--- src/rtl/ooo_pkg.sv ---
package ooo_pkg;

   localparam int XLEN   = 32;
   localparam int TAG_W  = 6;
   localparam int AREG_W = 3;

   // Tag 0 marks a register or operand with no pending producer.
   localparam logic [TAG_W-1:0] TAG_NONE  = '0;
   localparam logic [TAG_W-1:0] TAG_FIRST = TAG_W'(1);

   typedef enum logic [2:0] {
      op_add, op_sub, op_and, op_or, op_sll, op_srl, op_mul, op_li
   } op_e;

   // One result broadcast on the common data bus.
   typedef struct packed {
      logic             valid;
      logic [TAG_W-1:0] tag;
      logic [XLEN-1:0]  data;
   } cdb_t;

   // Tags run 1 .. 63 and wrap back to 1, never handing out TAG_NONE.
   function automatic logic [TAG_W-1:0] next_tag(input logic [TAG_W-1:0] tag);
      return (tag == '1) ? TAG_FIRST : tag + 1'b1;
   endfunction

endpackage

--- src/rtl/dispatch_if.sv ---
`timescale 1ns/1ns

interface dispatch_if;
   ooo_pkg::op_e                opcode;
   logic [ooo_pkg::TAG_W-1:0]   rdtag;
   logic [ooo_pkg::TAG_W-1:0]   rstag;
   logic [ooo_pkg::TAG_W-1:0]   rttag;
   logic [ooo_pkg::XLEN-1:0]    rsdata;
   logic [ooo_pkg::XLEN-1:0]    rtdata;
   logic                        rsvalid;
   logic                        rtvalid;
   logic                        en;
   logic                        ready;

   modport source (output opcode, rdtag, rstag, rttag, rsdata, rtdata, rsvalid, rtvalid, en,
                   input ready);
   modport sink (input opcode, rdtag, rstag, rttag, rsdata, rtdata, rsvalid, rtvalid, en,
                 output ready);
endinterface

--- src/rtl/issue_if.sv ---
`timescale 1ns/1ns

interface issue_if;
   ooo_pkg::op_e                opcode;
   logic [ooo_pkg::TAG_W-1:0]   rdtag;
   logic [ooo_pkg::XLEN-1:0]    rsdata;
   logic [ooo_pkg::XLEN-1:0]    rtdata;
   logic                        ready;
   logic                        done;

   // The queue offers its oldest ready entry and the unit takes it with done.
   modport queue (output opcode, rdtag, rsdata, rtdata, ready, input done);
   modport exec (input opcode, rdtag, rsdata, rtdata, ready, output done);
endinterface

--- src/rtl/dispatch_ctrl.sv ---
`timescale 1ns/1ns

module dispatch_ctrl (
   input  logic                         clk,
   input  logic                         arst_n,
   input  logic                         in_valid,
   input  logic [2:0]                   in_opcode,
   input  logic [ooo_pkg::AREG_W-1:0]   in_rd,
   input  logic [ooo_pkg::AREG_W-1:0]   in_rs,
   input  logic [ooo_pkg::AREG_W-1:0]   in_rt,
   input  logic [ooo_pkg::XLEN-1:0]     in_imm,
   output logic                         in_ready,
   output logic [ooo_pkg::AREG_W-1:0]   lookup_rs,
   output logic [ooo_pkg::AREG_W-1:0]   lookup_rt,
   input  logic [ooo_pkg::TAG_W-1:0]    rs_tag,
   input  logic [ooo_pkg::XLEN-1:0]     rs_data,
   input  logic                         rs_valid,
   input  logic [ooo_pkg::TAG_W-1:0]    rt_tag,
   input  logic [ooo_pkg::XLEN-1:0]     rt_data,
   input  logic                         rt_valid,
   output logic                         alloc_we,
   output logic [ooo_pkg::AREG_W-1:0]   alloc_rd,
   output logic [ooo_pkg::TAG_W-1:0]    alloc_tag,
   dispatch_if.source                   dq
);

   logic [ooo_pkg::TAG_W-1:0] tag_q;
   logic                      accept;
   logic                      is_li;
   logic                      rs_ok;
   logic                      rt_ok;

   assign in_ready  = dq.ready;
   assign accept    = in_valid & dq.ready;
   assign is_li     = ooo_pkg::op_e'(in_opcode) == ooo_pkg::op_li;
   assign lookup_rs = in_rs;
   assign lookup_rt = in_rt;

   // The destination is renamed to the current tag at the accepting edge.
   assign alloc_we  = accept;
   assign alloc_rd  = in_rd;
   assign alloc_tag = tag_q;

   // A load-immediate needs no sources, so its immediate rides in the rs slot.
   assign rs_ok      = is_li | rs_valid;
   assign rt_ok      = is_li | rt_valid;
   assign dq.en      = accept;
   assign dq.opcode  = ooo_pkg::op_e'(in_opcode);
   assign dq.rdtag   = tag_q;
   assign dq.rsvalid = rs_ok;
   assign dq.rtvalid = rt_ok;
   assign dq.rstag   = rs_ok ? ooo_pkg::TAG_NONE : rs_tag;
   assign dq.rttag   = rt_ok ? ooo_pkg::TAG_NONE : rt_tag;
   assign dq.rsdata  = is_li ? in_imm : rs_data;
   assign dq.rtdata  = is_li ? '0 : rt_data;

   always_ff @(posedge clk or negedge arst_n) begin
      if (!arst_n) begin
         tag_q <= ooo_pkg::TAG_FIRST;
      end else if (accept) begin
         tag_q <= ooo_pkg::next_tag(tag_q);
      end
   end

endmodule

--- src/rtl/int_alu.sv ---
`timescale 1ns/1ns

module int_alu #(
   parameter int MUL_LATENCY = 4
) (
   input  logic          clk,
   input  logic          arst_n,
   issue_if.exec         iq,
   output ooo_pkg::cdb_t cdb
);

   localparam int CNT_W = $clog2(MUL_LATENCY + 1);

   logic                      busy;
   logic [CNT_W-1:0]          cnt;
   logic                      accept;
   logic [ooo_pkg::TAG_W-1:0] mul_tag;
   logic [ooo_pkg::XLEN-1:0]  mul_a;
   logic [ooo_pkg::XLEN-1:0]  mul_b;

   function automatic logic [ooo_pkg::XLEN-1:0] alu_op(input ooo_pkg::op_e op,
                                                       input logic [ooo_pkg::XLEN-1:0] a,
                                                       input logic [ooo_pkg::XLEN-1:0] b);
      case (op)
         ooo_pkg::op_add: return a + b;
         ooo_pkg::op_sub: return a - b;
         ooo_pkg::op_and: return a & b;
         ooo_pkg::op_or:  return a | b;
         ooo_pkg::op_sll: return a << b[4:0];
         ooo_pkg::op_srl: return a >> b[4:0];
         ooo_pkg::op_mul: return a * b;
         // Load-immediate already carries its value in rs.
         default:         return a;
      endcase
   endfunction

   // Idle also means the CDB is quiet, so broadcasts never come back to back.
   assign accept  = iq.ready & ~busy & ~cdb.valid;
   assign iq.done = accept;

   always_ff @(posedge clk or negedge arst_n) begin
      if (!arst_n) begin
         busy <= 1'b0;
         cnt  <= '0;
         cdb  <= '0;
      end else begin
         cdb.valid <= 1'b0;
         if (accept) begin
            if (iq.opcode == ooo_pkg::op_mul && MUL_LATENCY > 1) begin
               busy <= 1'b1;
               cnt  <= CNT_W'(MUL_LATENCY - 1);
            end else begin
               cdb <= '{valid: 1'b1, tag: iq.rdtag,
                        data: alu_op(iq.opcode, iq.rsdata, iq.rtdata)};
            end
         end else if (busy) begin
            cnt <= cnt - 1'b1;
            if (cnt == CNT_W'(1)) begin
               busy <= 1'b0;
               cdb  <= '{valid: 1'b1, tag: mul_tag, data: mul_a * mul_b};
            end
         end
      end
   end

   always_ff @(posedge clk) begin
      if (accept) begin
         mul_tag <= iq.rdtag;
         mul_a   <= iq.rsdata;
         mul_b   <= iq.rtdata;
      end
   end

endmodule

--- src/rtl/issue_queue.sv ---
`timescale 1ns/1ns

module issue_queue #(
   parameter int QUEUE_DEPTH = 4
) (
   input  logic          clk,
   input  logic          arst_n,
   dispatch_if.sink      dq,
   input  ooo_pkg::cdb_t cdb,
   issue_if.queue        iq
);

   // Payload of one reservation station.
   typedef struct packed {
      ooo_pkg::op_e              opcode;
      logic [ooo_pkg::TAG_W-1:0] rdtag;
      logic [ooo_pkg::TAG_W-1:0] rstag;
      logic [ooo_pkg::TAG_W-1:0] rttag;
      logic [ooo_pkg::XLEN-1:0]  rsdata;
      logic [ooo_pkg::XLEN-1:0]  rtdata;
      logic                      rsvalid;
      logic                      rtvalid;
   } entry_t;

   logic [QUEUE_DEPTH-1:0] occ;
   logic [QUEUE_DEPTH-1:0] occ_nxt;
   entry_t                 q     [QUEUE_DEPTH];
   entry_t                 q_nxt [QUEUE_DEPTH];

   // Position QUEUE_DEPTH holds the instruction arriving from dispatch.
   logic [QUEUE_DEPTH:0]   slot_v;
   entry_t                 slot  [QUEUE_DEPTH+1];
   entry_t                 woken [QUEUE_DEPTH+1];

   logic [QUEUE_DEPTH-1:0] rdy;
   logic [QUEUE_DEPTH-1:0] sel;
   logic [QUEUE_DEPTH:0]   gone;

   assign slot_v = {dq.en, occ};

   // Wake-up. Every position, the incoming one included, snoops the CDB.
   always_comb begin
      for (int i = 0; i < QUEUE_DEPTH; i++) begin
         slot[i] = q[i];
      end
      slot[QUEUE_DEPTH] = '{opcode:  dq.opcode,
                            rdtag:   dq.rdtag,
                            rstag:   dq.rstag,
                            rttag:   dq.rttag,
                            rsdata:  dq.rsdata,
                            rtdata:  dq.rtdata,
                            rsvalid: dq.rsvalid,
                            rtvalid: dq.rtvalid};
      for (int i = 0; i <= QUEUE_DEPTH; i++) begin
         woken[i] = slot[i];
         if (!slot[i].rsvalid && cdb.valid && cdb.tag == slot[i].rstag) begin
            woken[i].rsdata  = cdb.data;
            woken[i].rsvalid = 1'b1;
         end
         if (!slot[i].rtvalid && cdb.valid && cdb.tag == slot[i].rttag) begin
            woken[i].rtdata  = cdb.data;
            woken[i].rtvalid = 1'b1;
         end
      end
   end

   always_comb begin
      for (int i = 0; i < QUEUE_DEPTH; i++) begin
         rdy[i] = occ[i] & q[i].rsvalid & q[i].rtvalid;
      end
   end

   // Lower slots are older, so the lowest set bit is the oldest ready entry.
   assign sel = rdy & (~rdy + 1'b1);

   // The incoming position never issues.
   assign gone = {1'b0, sel & {QUEUE_DEPTH{iq.done}}};

   // Collapse. An entry steps down one slot when the slot below is empty,
   // is being issued, or is itself stepping down. An issued entry does not move.
   always_comb begin
      logic below;
      logic leaves;
      logic shift_in;
      below = 1'b0;
      for (int i = 0; i < QUEUE_DEPTH; i++) begin
         leaves   = below | gone[i];
         shift_in = slot_v[i+1] & ~gone[i+1] & (~occ[i] | leaves);
         if (shift_in) begin
            q_nxt[i]   = woken[i+1];
            occ_nxt[i] = 1'b1;
         end else begin
            q_nxt[i]   = woken[i];
            occ_nxt[i] = occ[i] & ~leaves;
         end
         below = shift_in;
      end
   end

   always_ff @(posedge clk or negedge arst_n) begin
      if (!arst_n) begin
         occ <= '0;
      end else begin
         occ <= occ_nxt;
      end
   end

   always_ff @(posedge clk) begin
      for (int i = 0; i < QUEUE_DEPTH; i++) begin
         q[i] <= q_nxt[i];
      end
   end

   // Full only blocks dispatch when nothing leaves this cycle.
   assign dq.ready = ~(&occ) | iq.done;
   assign iq.ready = |rdy;

   always_comb begin
      iq.opcode = q[0].opcode;
      iq.rdtag  = q[0].rdtag;
      iq.rsdata = q[0].rsdata;
      iq.rtdata = q[0].rtdata;
      for (int i = 0; i < QUEUE_DEPTH; i++) begin
         if (sel[i]) begin
            iq.opcode = q[i].opcode;
            iq.rdtag  = q[i].rdtag;
            iq.rsdata = q[i].rsdata;
            iq.rtdata = q[i].rtdata;
         end
      end
   end

endmodule

--- src/rtl/ooo_int_core.sv ---
`timescale 1ns/1ns

module ooo_int_core #(
   parameter int QUEUE_DEPTH = 4,
   parameter int MUL_LATENCY = 4
) (
   input  logic                         clk,
   input  logic                         arst_n,
   input  logic                         in_valid,
   input  logic [2:0]                   in_opcode,
   input  logic [ooo_pkg::AREG_W-1:0]   in_rd,
   input  logic [ooo_pkg::AREG_W-1:0]   in_rs,
   input  logic [ooo_pkg::AREG_W-1:0]   in_rt,
   input  logic [ooo_pkg::XLEN-1:0]     in_imm,
   output logic                         in_ready,
   output logic                         cdb_valid,
   output logic [ooo_pkg::TAG_W-1:0]    cdb_tag,
   output logic [ooo_pkg::XLEN-1:0]     cdb_data,
   input  logic [ooo_pkg::AREG_W-1:0]   dbg_addr,
   output logic [ooo_pkg::XLEN-1:0]     dbg_data
);

   dispatch_if                dq ();
   issue_if                   iq ();
   ooo_pkg::cdb_t             cdb;
   logic [ooo_pkg::AREG_W-1:0] lookup_rs;
   logic [ooo_pkg::AREG_W-1:0] lookup_rt;
   logic [ooo_pkg::TAG_W-1:0]  rs_tag;
   logic [ooo_pkg::TAG_W-1:0]  rt_tag;
   logic [ooo_pkg::XLEN-1:0]   rs_data;
   logic [ooo_pkg::XLEN-1:0]   rt_data;
   logic                       rs_valid;
   logic                       rt_valid;
   logic                       alloc_we;
   logic [ooo_pkg::AREG_W-1:0] alloc_rd;
   logic [ooo_pkg::TAG_W-1:0]  alloc_tag;

   assign cdb_valid = cdb.valid;
   assign cdb_tag   = cdb.tag;
   assign cdb_data  = cdb.data;

   dispatch_ctrl u_dispatch (
      .clk, .arst_n, .in_valid, .in_opcode, .in_rd, .in_rs, .in_rt, .in_imm, .in_ready,
      .lookup_rs, .lookup_rt, .rs_tag, .rs_data, .rs_valid, .rt_tag, .rt_data, .rt_valid,
      .alloc_we, .alloc_rd, .alloc_tag, .dq(dq.source)
   );

   register_status u_regs (
      .clk, .arst_n, .lookup_rs, .lookup_rt, .rs_tag, .rs_data, .rs_valid,
      .rt_tag, .rt_data, .rt_valid, .alloc_we, .alloc_rd, .alloc_tag, .cdb,
      .dbg_addr, .dbg_data
   );

   issue_queue #(.QUEUE_DEPTH(QUEUE_DEPTH)) u_queue (
      .clk, .arst_n, .dq(dq.sink), .cdb, .iq(iq.queue)
   );

   int_alu #(.MUL_LATENCY(MUL_LATENCY)) u_alu (
      .clk, .arst_n, .iq(iq.exec), .cdb
   );

endmodule

--- src/rtl/register_status.sv ---
`timescale 1ns/1ns

module register_status (
   input  logic                         clk,
   input  logic                         arst_n,
   input  logic [ooo_pkg::AREG_W-1:0]   lookup_rs,
   input  logic [ooo_pkg::AREG_W-1:0]   lookup_rt,
   output logic [ooo_pkg::TAG_W-1:0]    rs_tag,
   output logic [ooo_pkg::XLEN-1:0]     rs_data,
   output logic                         rs_valid,
   output logic [ooo_pkg::TAG_W-1:0]    rt_tag,
   output logic [ooo_pkg::XLEN-1:0]     rt_data,
   output logic                         rt_valid,
   input  logic                         alloc_we,
   input  logic [ooo_pkg::AREG_W-1:0]   alloc_rd,
   input  logic [ooo_pkg::TAG_W-1:0]    alloc_tag,
   input  ooo_pkg::cdb_t                cdb,
   input  logic [ooo_pkg::AREG_W-1:0]   dbg_addr,
   output logic [ooo_pkg::XLEN-1:0]     dbg_data
);

   localparam int NREG = 2 ** ooo_pkg::AREG_W;

   logic [ooo_pkg::XLEN-1:0]  regs [NREG];
   logic [ooo_pkg::TAG_W-1:0] pend [NREG];

   // True when the producer of a pending register broadcasts this very cycle.
   function automatic logic cdb_hit(input logic [ooo_pkg::TAG_W-1:0] tag);
      return cdb.valid && (cdb.tag == tag);
   endfunction

   // A source is ready if nothing is pending on it, or if its value is on the CDB
   // right now. In the second case the CDB data is forwarded.
   assign rs_tag   = pend[lookup_rs];
   assign rs_valid = (rs_tag == ooo_pkg::TAG_NONE) || cdb_hit(rs_tag);
   assign rs_data  = (rs_tag == ooo_pkg::TAG_NONE) ? regs[lookup_rs] : cdb.data;

   assign rt_tag   = pend[lookup_rt];
   assign rt_valid = (rt_tag == ooo_pkg::TAG_NONE) || cdb_hit(rt_tag);
   assign rt_data  = (rt_tag == ooo_pkg::TAG_NONE) ? regs[lookup_rt] : cdb.data;

   assign dbg_data = regs[dbg_addr];

   always_ff @(posedge clk or negedge arst_n) begin
      if (!arst_n) begin
         for (int i = 0; i < NREG; i++) begin
            regs[i] <= '0;
            pend[i] <= ooo_pkg::TAG_NONE;
         end
      end else begin
         for (int i = 0; i < NREG; i++) begin
            if (cdb_hit(pend[i])) begin
               regs[i] <= cdb.data;
            end
            // A fresh rename wins over the write-back of the older producer.
            if (alloc_we && alloc_rd == ooo_pkg::AREG_W'(i)) begin
               pend[i] <= alloc_tag;
            end else if (cdb_hit(pend[i])) begin
               pend[i] <= ooo_pkg::TAG_NONE;
            end
         end
      end
   end

endmodule

--- config.mk ---
export PLATFORM = sky130hd
export DESIGN_NAME = ooo_int_core
export DESIGN_NICKNAME = d
export VERILOG_FILES = /design/src/rtl/ooo_pkg.sv /design/src/rtl/dispatch_if.sv /design/src/rtl/issue_if.sv /design/src/rtl/dispatch_ctrl.sv /design/src/rtl/int_alu.sv /design/src/rtl/issue_queue.sv /design/src/rtl/ooo_int_core.sv /design/src/rtl/register_status.sv
export SDC_FILE = /design/constraint.sdc
export NUM_CORES = 2
export LEC_CHECK = 0
export ABC_AREA = 1
export BUFFER_PORTS_ARGS = -buffer_cell sky130_fd_sc_hd__buf_2
export CAP_MARGIN = 10
export CORE_MARGIN = 2
export CORE_UTILIZATION = 59
export DETAILED_ROUTE_END_ITERATION = 16
export PLACE_DENSITY = 0.79
export SYNTH_ARGS = -nofsm -noshare
export SYNTH_HDL_FRONTEND = slang
export SYNTH_SLANG_ARGS = --single-unit
--- constraint.sdc ---
create_clock -name clk -period 6.3 [get_ports clk]
set_input_delay 0.63 -clock clk [delete_from_list [all_inputs] [get_ports clk]]
set_output_delay 0.63 -clock clk [all_outputs]
set_load 0.01 [all_outputs]
==> key figures <==
Run status
  • Status: finished, violations left
  • Failing checks: setup timing

Timing
  • Final setup fails: 19
  • Max-slew violation count: 0
  • RSZ-0062 raised after global routing: yes
  • Fin crit share: 1.078
  • Setup ws final: -0.4940 ns
  • FMAX: roughly 150 MHz
  • Final Hold Fails: 0
  • Fin Clk Skew: around 0.05 ns
  • Max-slew headroom: 0.1926
  • Slew @ Worst Pin: between 1 and 1.5 ns
  • Final min period: approximately 6.8 ns

Drt
  • Overall routed net length: between 200 and 250 mm
  • Post-route ant nets: 0
  • # DRC: 0
  • Vias per cell: 6.285
  • Wire length per cell: 24.04 µm
  • Via count: roughly 64,000
  • Router iterations before antenna repair: 9
  • DRT iter0 DRCs: 9,756

Placement
  • # port buffers: between 100 and 150
  • Detailed-placement wirelength estimate: between 150 and 200 mm
  • Routability congestion estimate from global placement: 1.077
  • Placed insts: 9,973

Floorplan
  • Rows: 120
  • Die area: between 0.1 and 0.15 mm²
  • Core area: ~0.11 mm²
  • Initial Utilization: 0.5934
  • Die width: approximately 330 µm
  • Boundary Pins: between 100 and 150
  • Die height: 331.9 µm

Finish
  • Most frequent cells in the layout: nand2_1 (2,051), o21ai_0 (1,297), inv_1 (1,134), a21oi_1 (764), nand3_1 (374)
  • Most common cell after layout, fill and taps aside: nand2_1
  • Fin cells: 10,230
  • Fin nets: approximately 9,400
  • Layout area overhead: 12.52%
  • Share of layout cells above drive strength 1: 0.1190
  • Filler cells: roughly 8,900

CTS
  • Clk root buf: clkbuf_16
  • CTS tree: yes
  • CTS Buf Count: just under 90
  • Htree depth: 3
  • Clk slew on worst S/H paths: approximately 0.060 ns
  • Skew-Pair Late Insertion Delay: 0.71 ns
  • Clock buffer depth: 3
  • Sink Count: 775

GRT
  • First-pass GRT wire length: ~370 mm
  • Largest net degree at the start of global routing: between 150 and 200
  • Vias in the first global route: between 60,000 and 70,000
  • Total track usage: 0.4321
  • Initial antenna violation count: 15
  • Overflow after GRT: 0

Critical path
  • Worst Setup Start Kind: register
  • Data required, critical path: slightly below 7 ns
  • Critical Path Max Stage Delay: 0.58 ns
  • Crit path max fanout: 6
  • Arrival time at the worst endpoint: 7.37 ns
  • Slowest library cell on the worst path: fa_2
  • Worst r2r path cells: 30
  • Crit end category: register
  • Setup CP Type: reg2reg
  • Critical Path Most Common Cell: fa_1

Yosys
  • Synth warn: 0
  • Main combinational cell family by area after synthesis: compound AO/OA/AOI/OAI gates
  • Post-Synth Adder-Cell Area: 0.1608
  • Synth Area in Compound Gates: 0.2099
  • Syn nets: between 9,000 and 10,000
  • Post-Syn Area: 0.06343 mm²
  • Leading register cell type out of synthesis: dfrtp_1
  • Multiplexer share of the synthesized area: 0.01026
  • Seq/Total Area, Yosys: 0.3072
  • Post-synth EDFFs: 218
  • Post-synthesis xor/xnor area fraction: 0.01629
  • Yosys cell types: 63
  • Gate Count Post-Synth: 8,680
  • Synthesized-area fraction occupied by and/or/nand/nor cells: 0.1822
  • Share of async-settable or async-resettable flops after synthesis: 0.4606
  • Yosys reg bits: 775
  • Avg Inst Size Synth: approximately 7.3 µm²

Flow run
  • MaxCap Viol Count: 0

Hold path
  • WHS Path Cells: 1
  • Worst Hold Class: in2reg
final timing paths:
kind / start / end / slack, ns
worst max-delay path: u_alu.mul_b[5]$_DFFE_PP_ / u_alu.cdb[23]$_DFFE_PN0P_ / -0.49
worst min-delay path: in_opcode[1] / u_queue.q[3][85]$_DFFE_PP_ / 0.21
worst max register to register: u_alu.mul_b[5]$_DFFE_PP_ / u_alu.cdb[23]$_DFFE_PN0P_ / -0.49
worst min register to register: u_queue.q[2][81]$_DFFE_PP_ / u_queue.q[1][81]$_DFFE_PP_ / 0.45
max in group asynchronous: arst_n / u_regs.regs[37]$_DFFE_PN0P_ / 4.19
min in group asynchronous: arst_n / u_regs.regs[150]$_DFFE_PN0P_ / 0.55
sequential cells by signal, summed over array words and instances (netlist names):
register              count
u_alu.cnt                 3
u_queue.q               348
u_alu.mul_b              32
u_dispatch.alloc_tag      6
u_alu.mul_tag             6
u_queue.occ               4
u_alu.mul_a              32
u_regs.pend              48
u_alu.cdb                39
u_alu.busy                1
u_regs.regs             256
worst max-delay path, delay by kind of cell, from the launching register on:
family / cells / cell delay (ns)
AO/OA/AOI/OAI: 2 / 0.18
adder cells (fa/ha/maj): 9 / 4.39
buffers and inverters: 11 / 1.02
flip-flops: 1 / 0.42
AND/OR/NAND/NOR: 8 / 0.65
metrics by stage:
stage | utilization | hold slack, ns | setup TNS, ns | cell area, µm² | setup WS, ns
floorplan | - | 0.3344 | 0 | 63610 | 0.005204
global placement | 0.6220 | 0.4217 | -4.726 | 66500 | -0.6895
detailed placement | 0.6220 | 0.4284 | -6.212 | 66500 | -0.6835
CTS | 0.6588 | 0.1951 | -4.228 | 70430 | -0.3985
global route | 0.6676 | 0.2012 | -9.377 | 71370 | -0.6646
finish | 0.6677 | 0.2081 | -6.030 | 71370 | -0.4940
area by class of cell:
type                    instances  area (µm²)  share of cell area
multi-input cells            6084       37870              0.5306
flip-flops and latches        775       19480              0.2730
repair buffers                577        4693             0.06576
inverters                    1218        4583             0.06421
clock buffers                 129        2559             0.03585
well taps                    1403        1755             0.02459
clock inverters                37       409.1            0.005732
diodes                          8       20.02           0.0002805
timing repair:
item,CTS,global route
hold endpoints to repair,22,0
endpoints found under the setup margin,19,20
resized for setup,157,158
cloned,1,1
hold buffers,1,0
pin swaps,100,80
setup buffers,40,45
layer usage:
layer | global-route usage | share of wire
met5 | 0 | 0.00020
met3 | 0.1120 | 0.13
met2 | 0.6505 | 0.43
met1 | 0.5584 | 0.36
met4 | 0.2683 | 0.075
cell families after synthesis:
logic type,count (synthesis)
compound gates,2502
xor+xnor,118
fa+ha+maj,570
buf+inv,1821
flops,775
mux,65
simple gates,2829
synthesized netlist by cell type, types with 21 or more instances:
library cell	n	area [µm²]
dfrtp_1	356	8909
a21oi_1	787	3939
edfxtp_1	218	6546
nand3_1	384	1922
a31oi_1	49	306.5
nor2_1	213	799.5
dfxtp_1	200	4004
buf_4	25	187.7
o211ai_1	113	848.3
buf_6	21	236.5
o21ai_0	1316	6586
xnor2_1	39	341.6
inv_1	1182	4437
nand2_1	2087	7834
mux2i_1	65	650.6
clkbuf_1	428	1607
nor3_1	38	190.2
buf_2	64	320.3
nand4_1	34	212.7
ha_1	161	2014
inv_2	25	93.84
o21ai_1	76	380.4
xor2_1	79	691.9
o22ai_1	58	362.9
buf_1	62	232.7
fa_1	409	8188
Power is not shown: default switching activity piles up to over one toggle a cycle in this logic, so the estimate is an artifact.
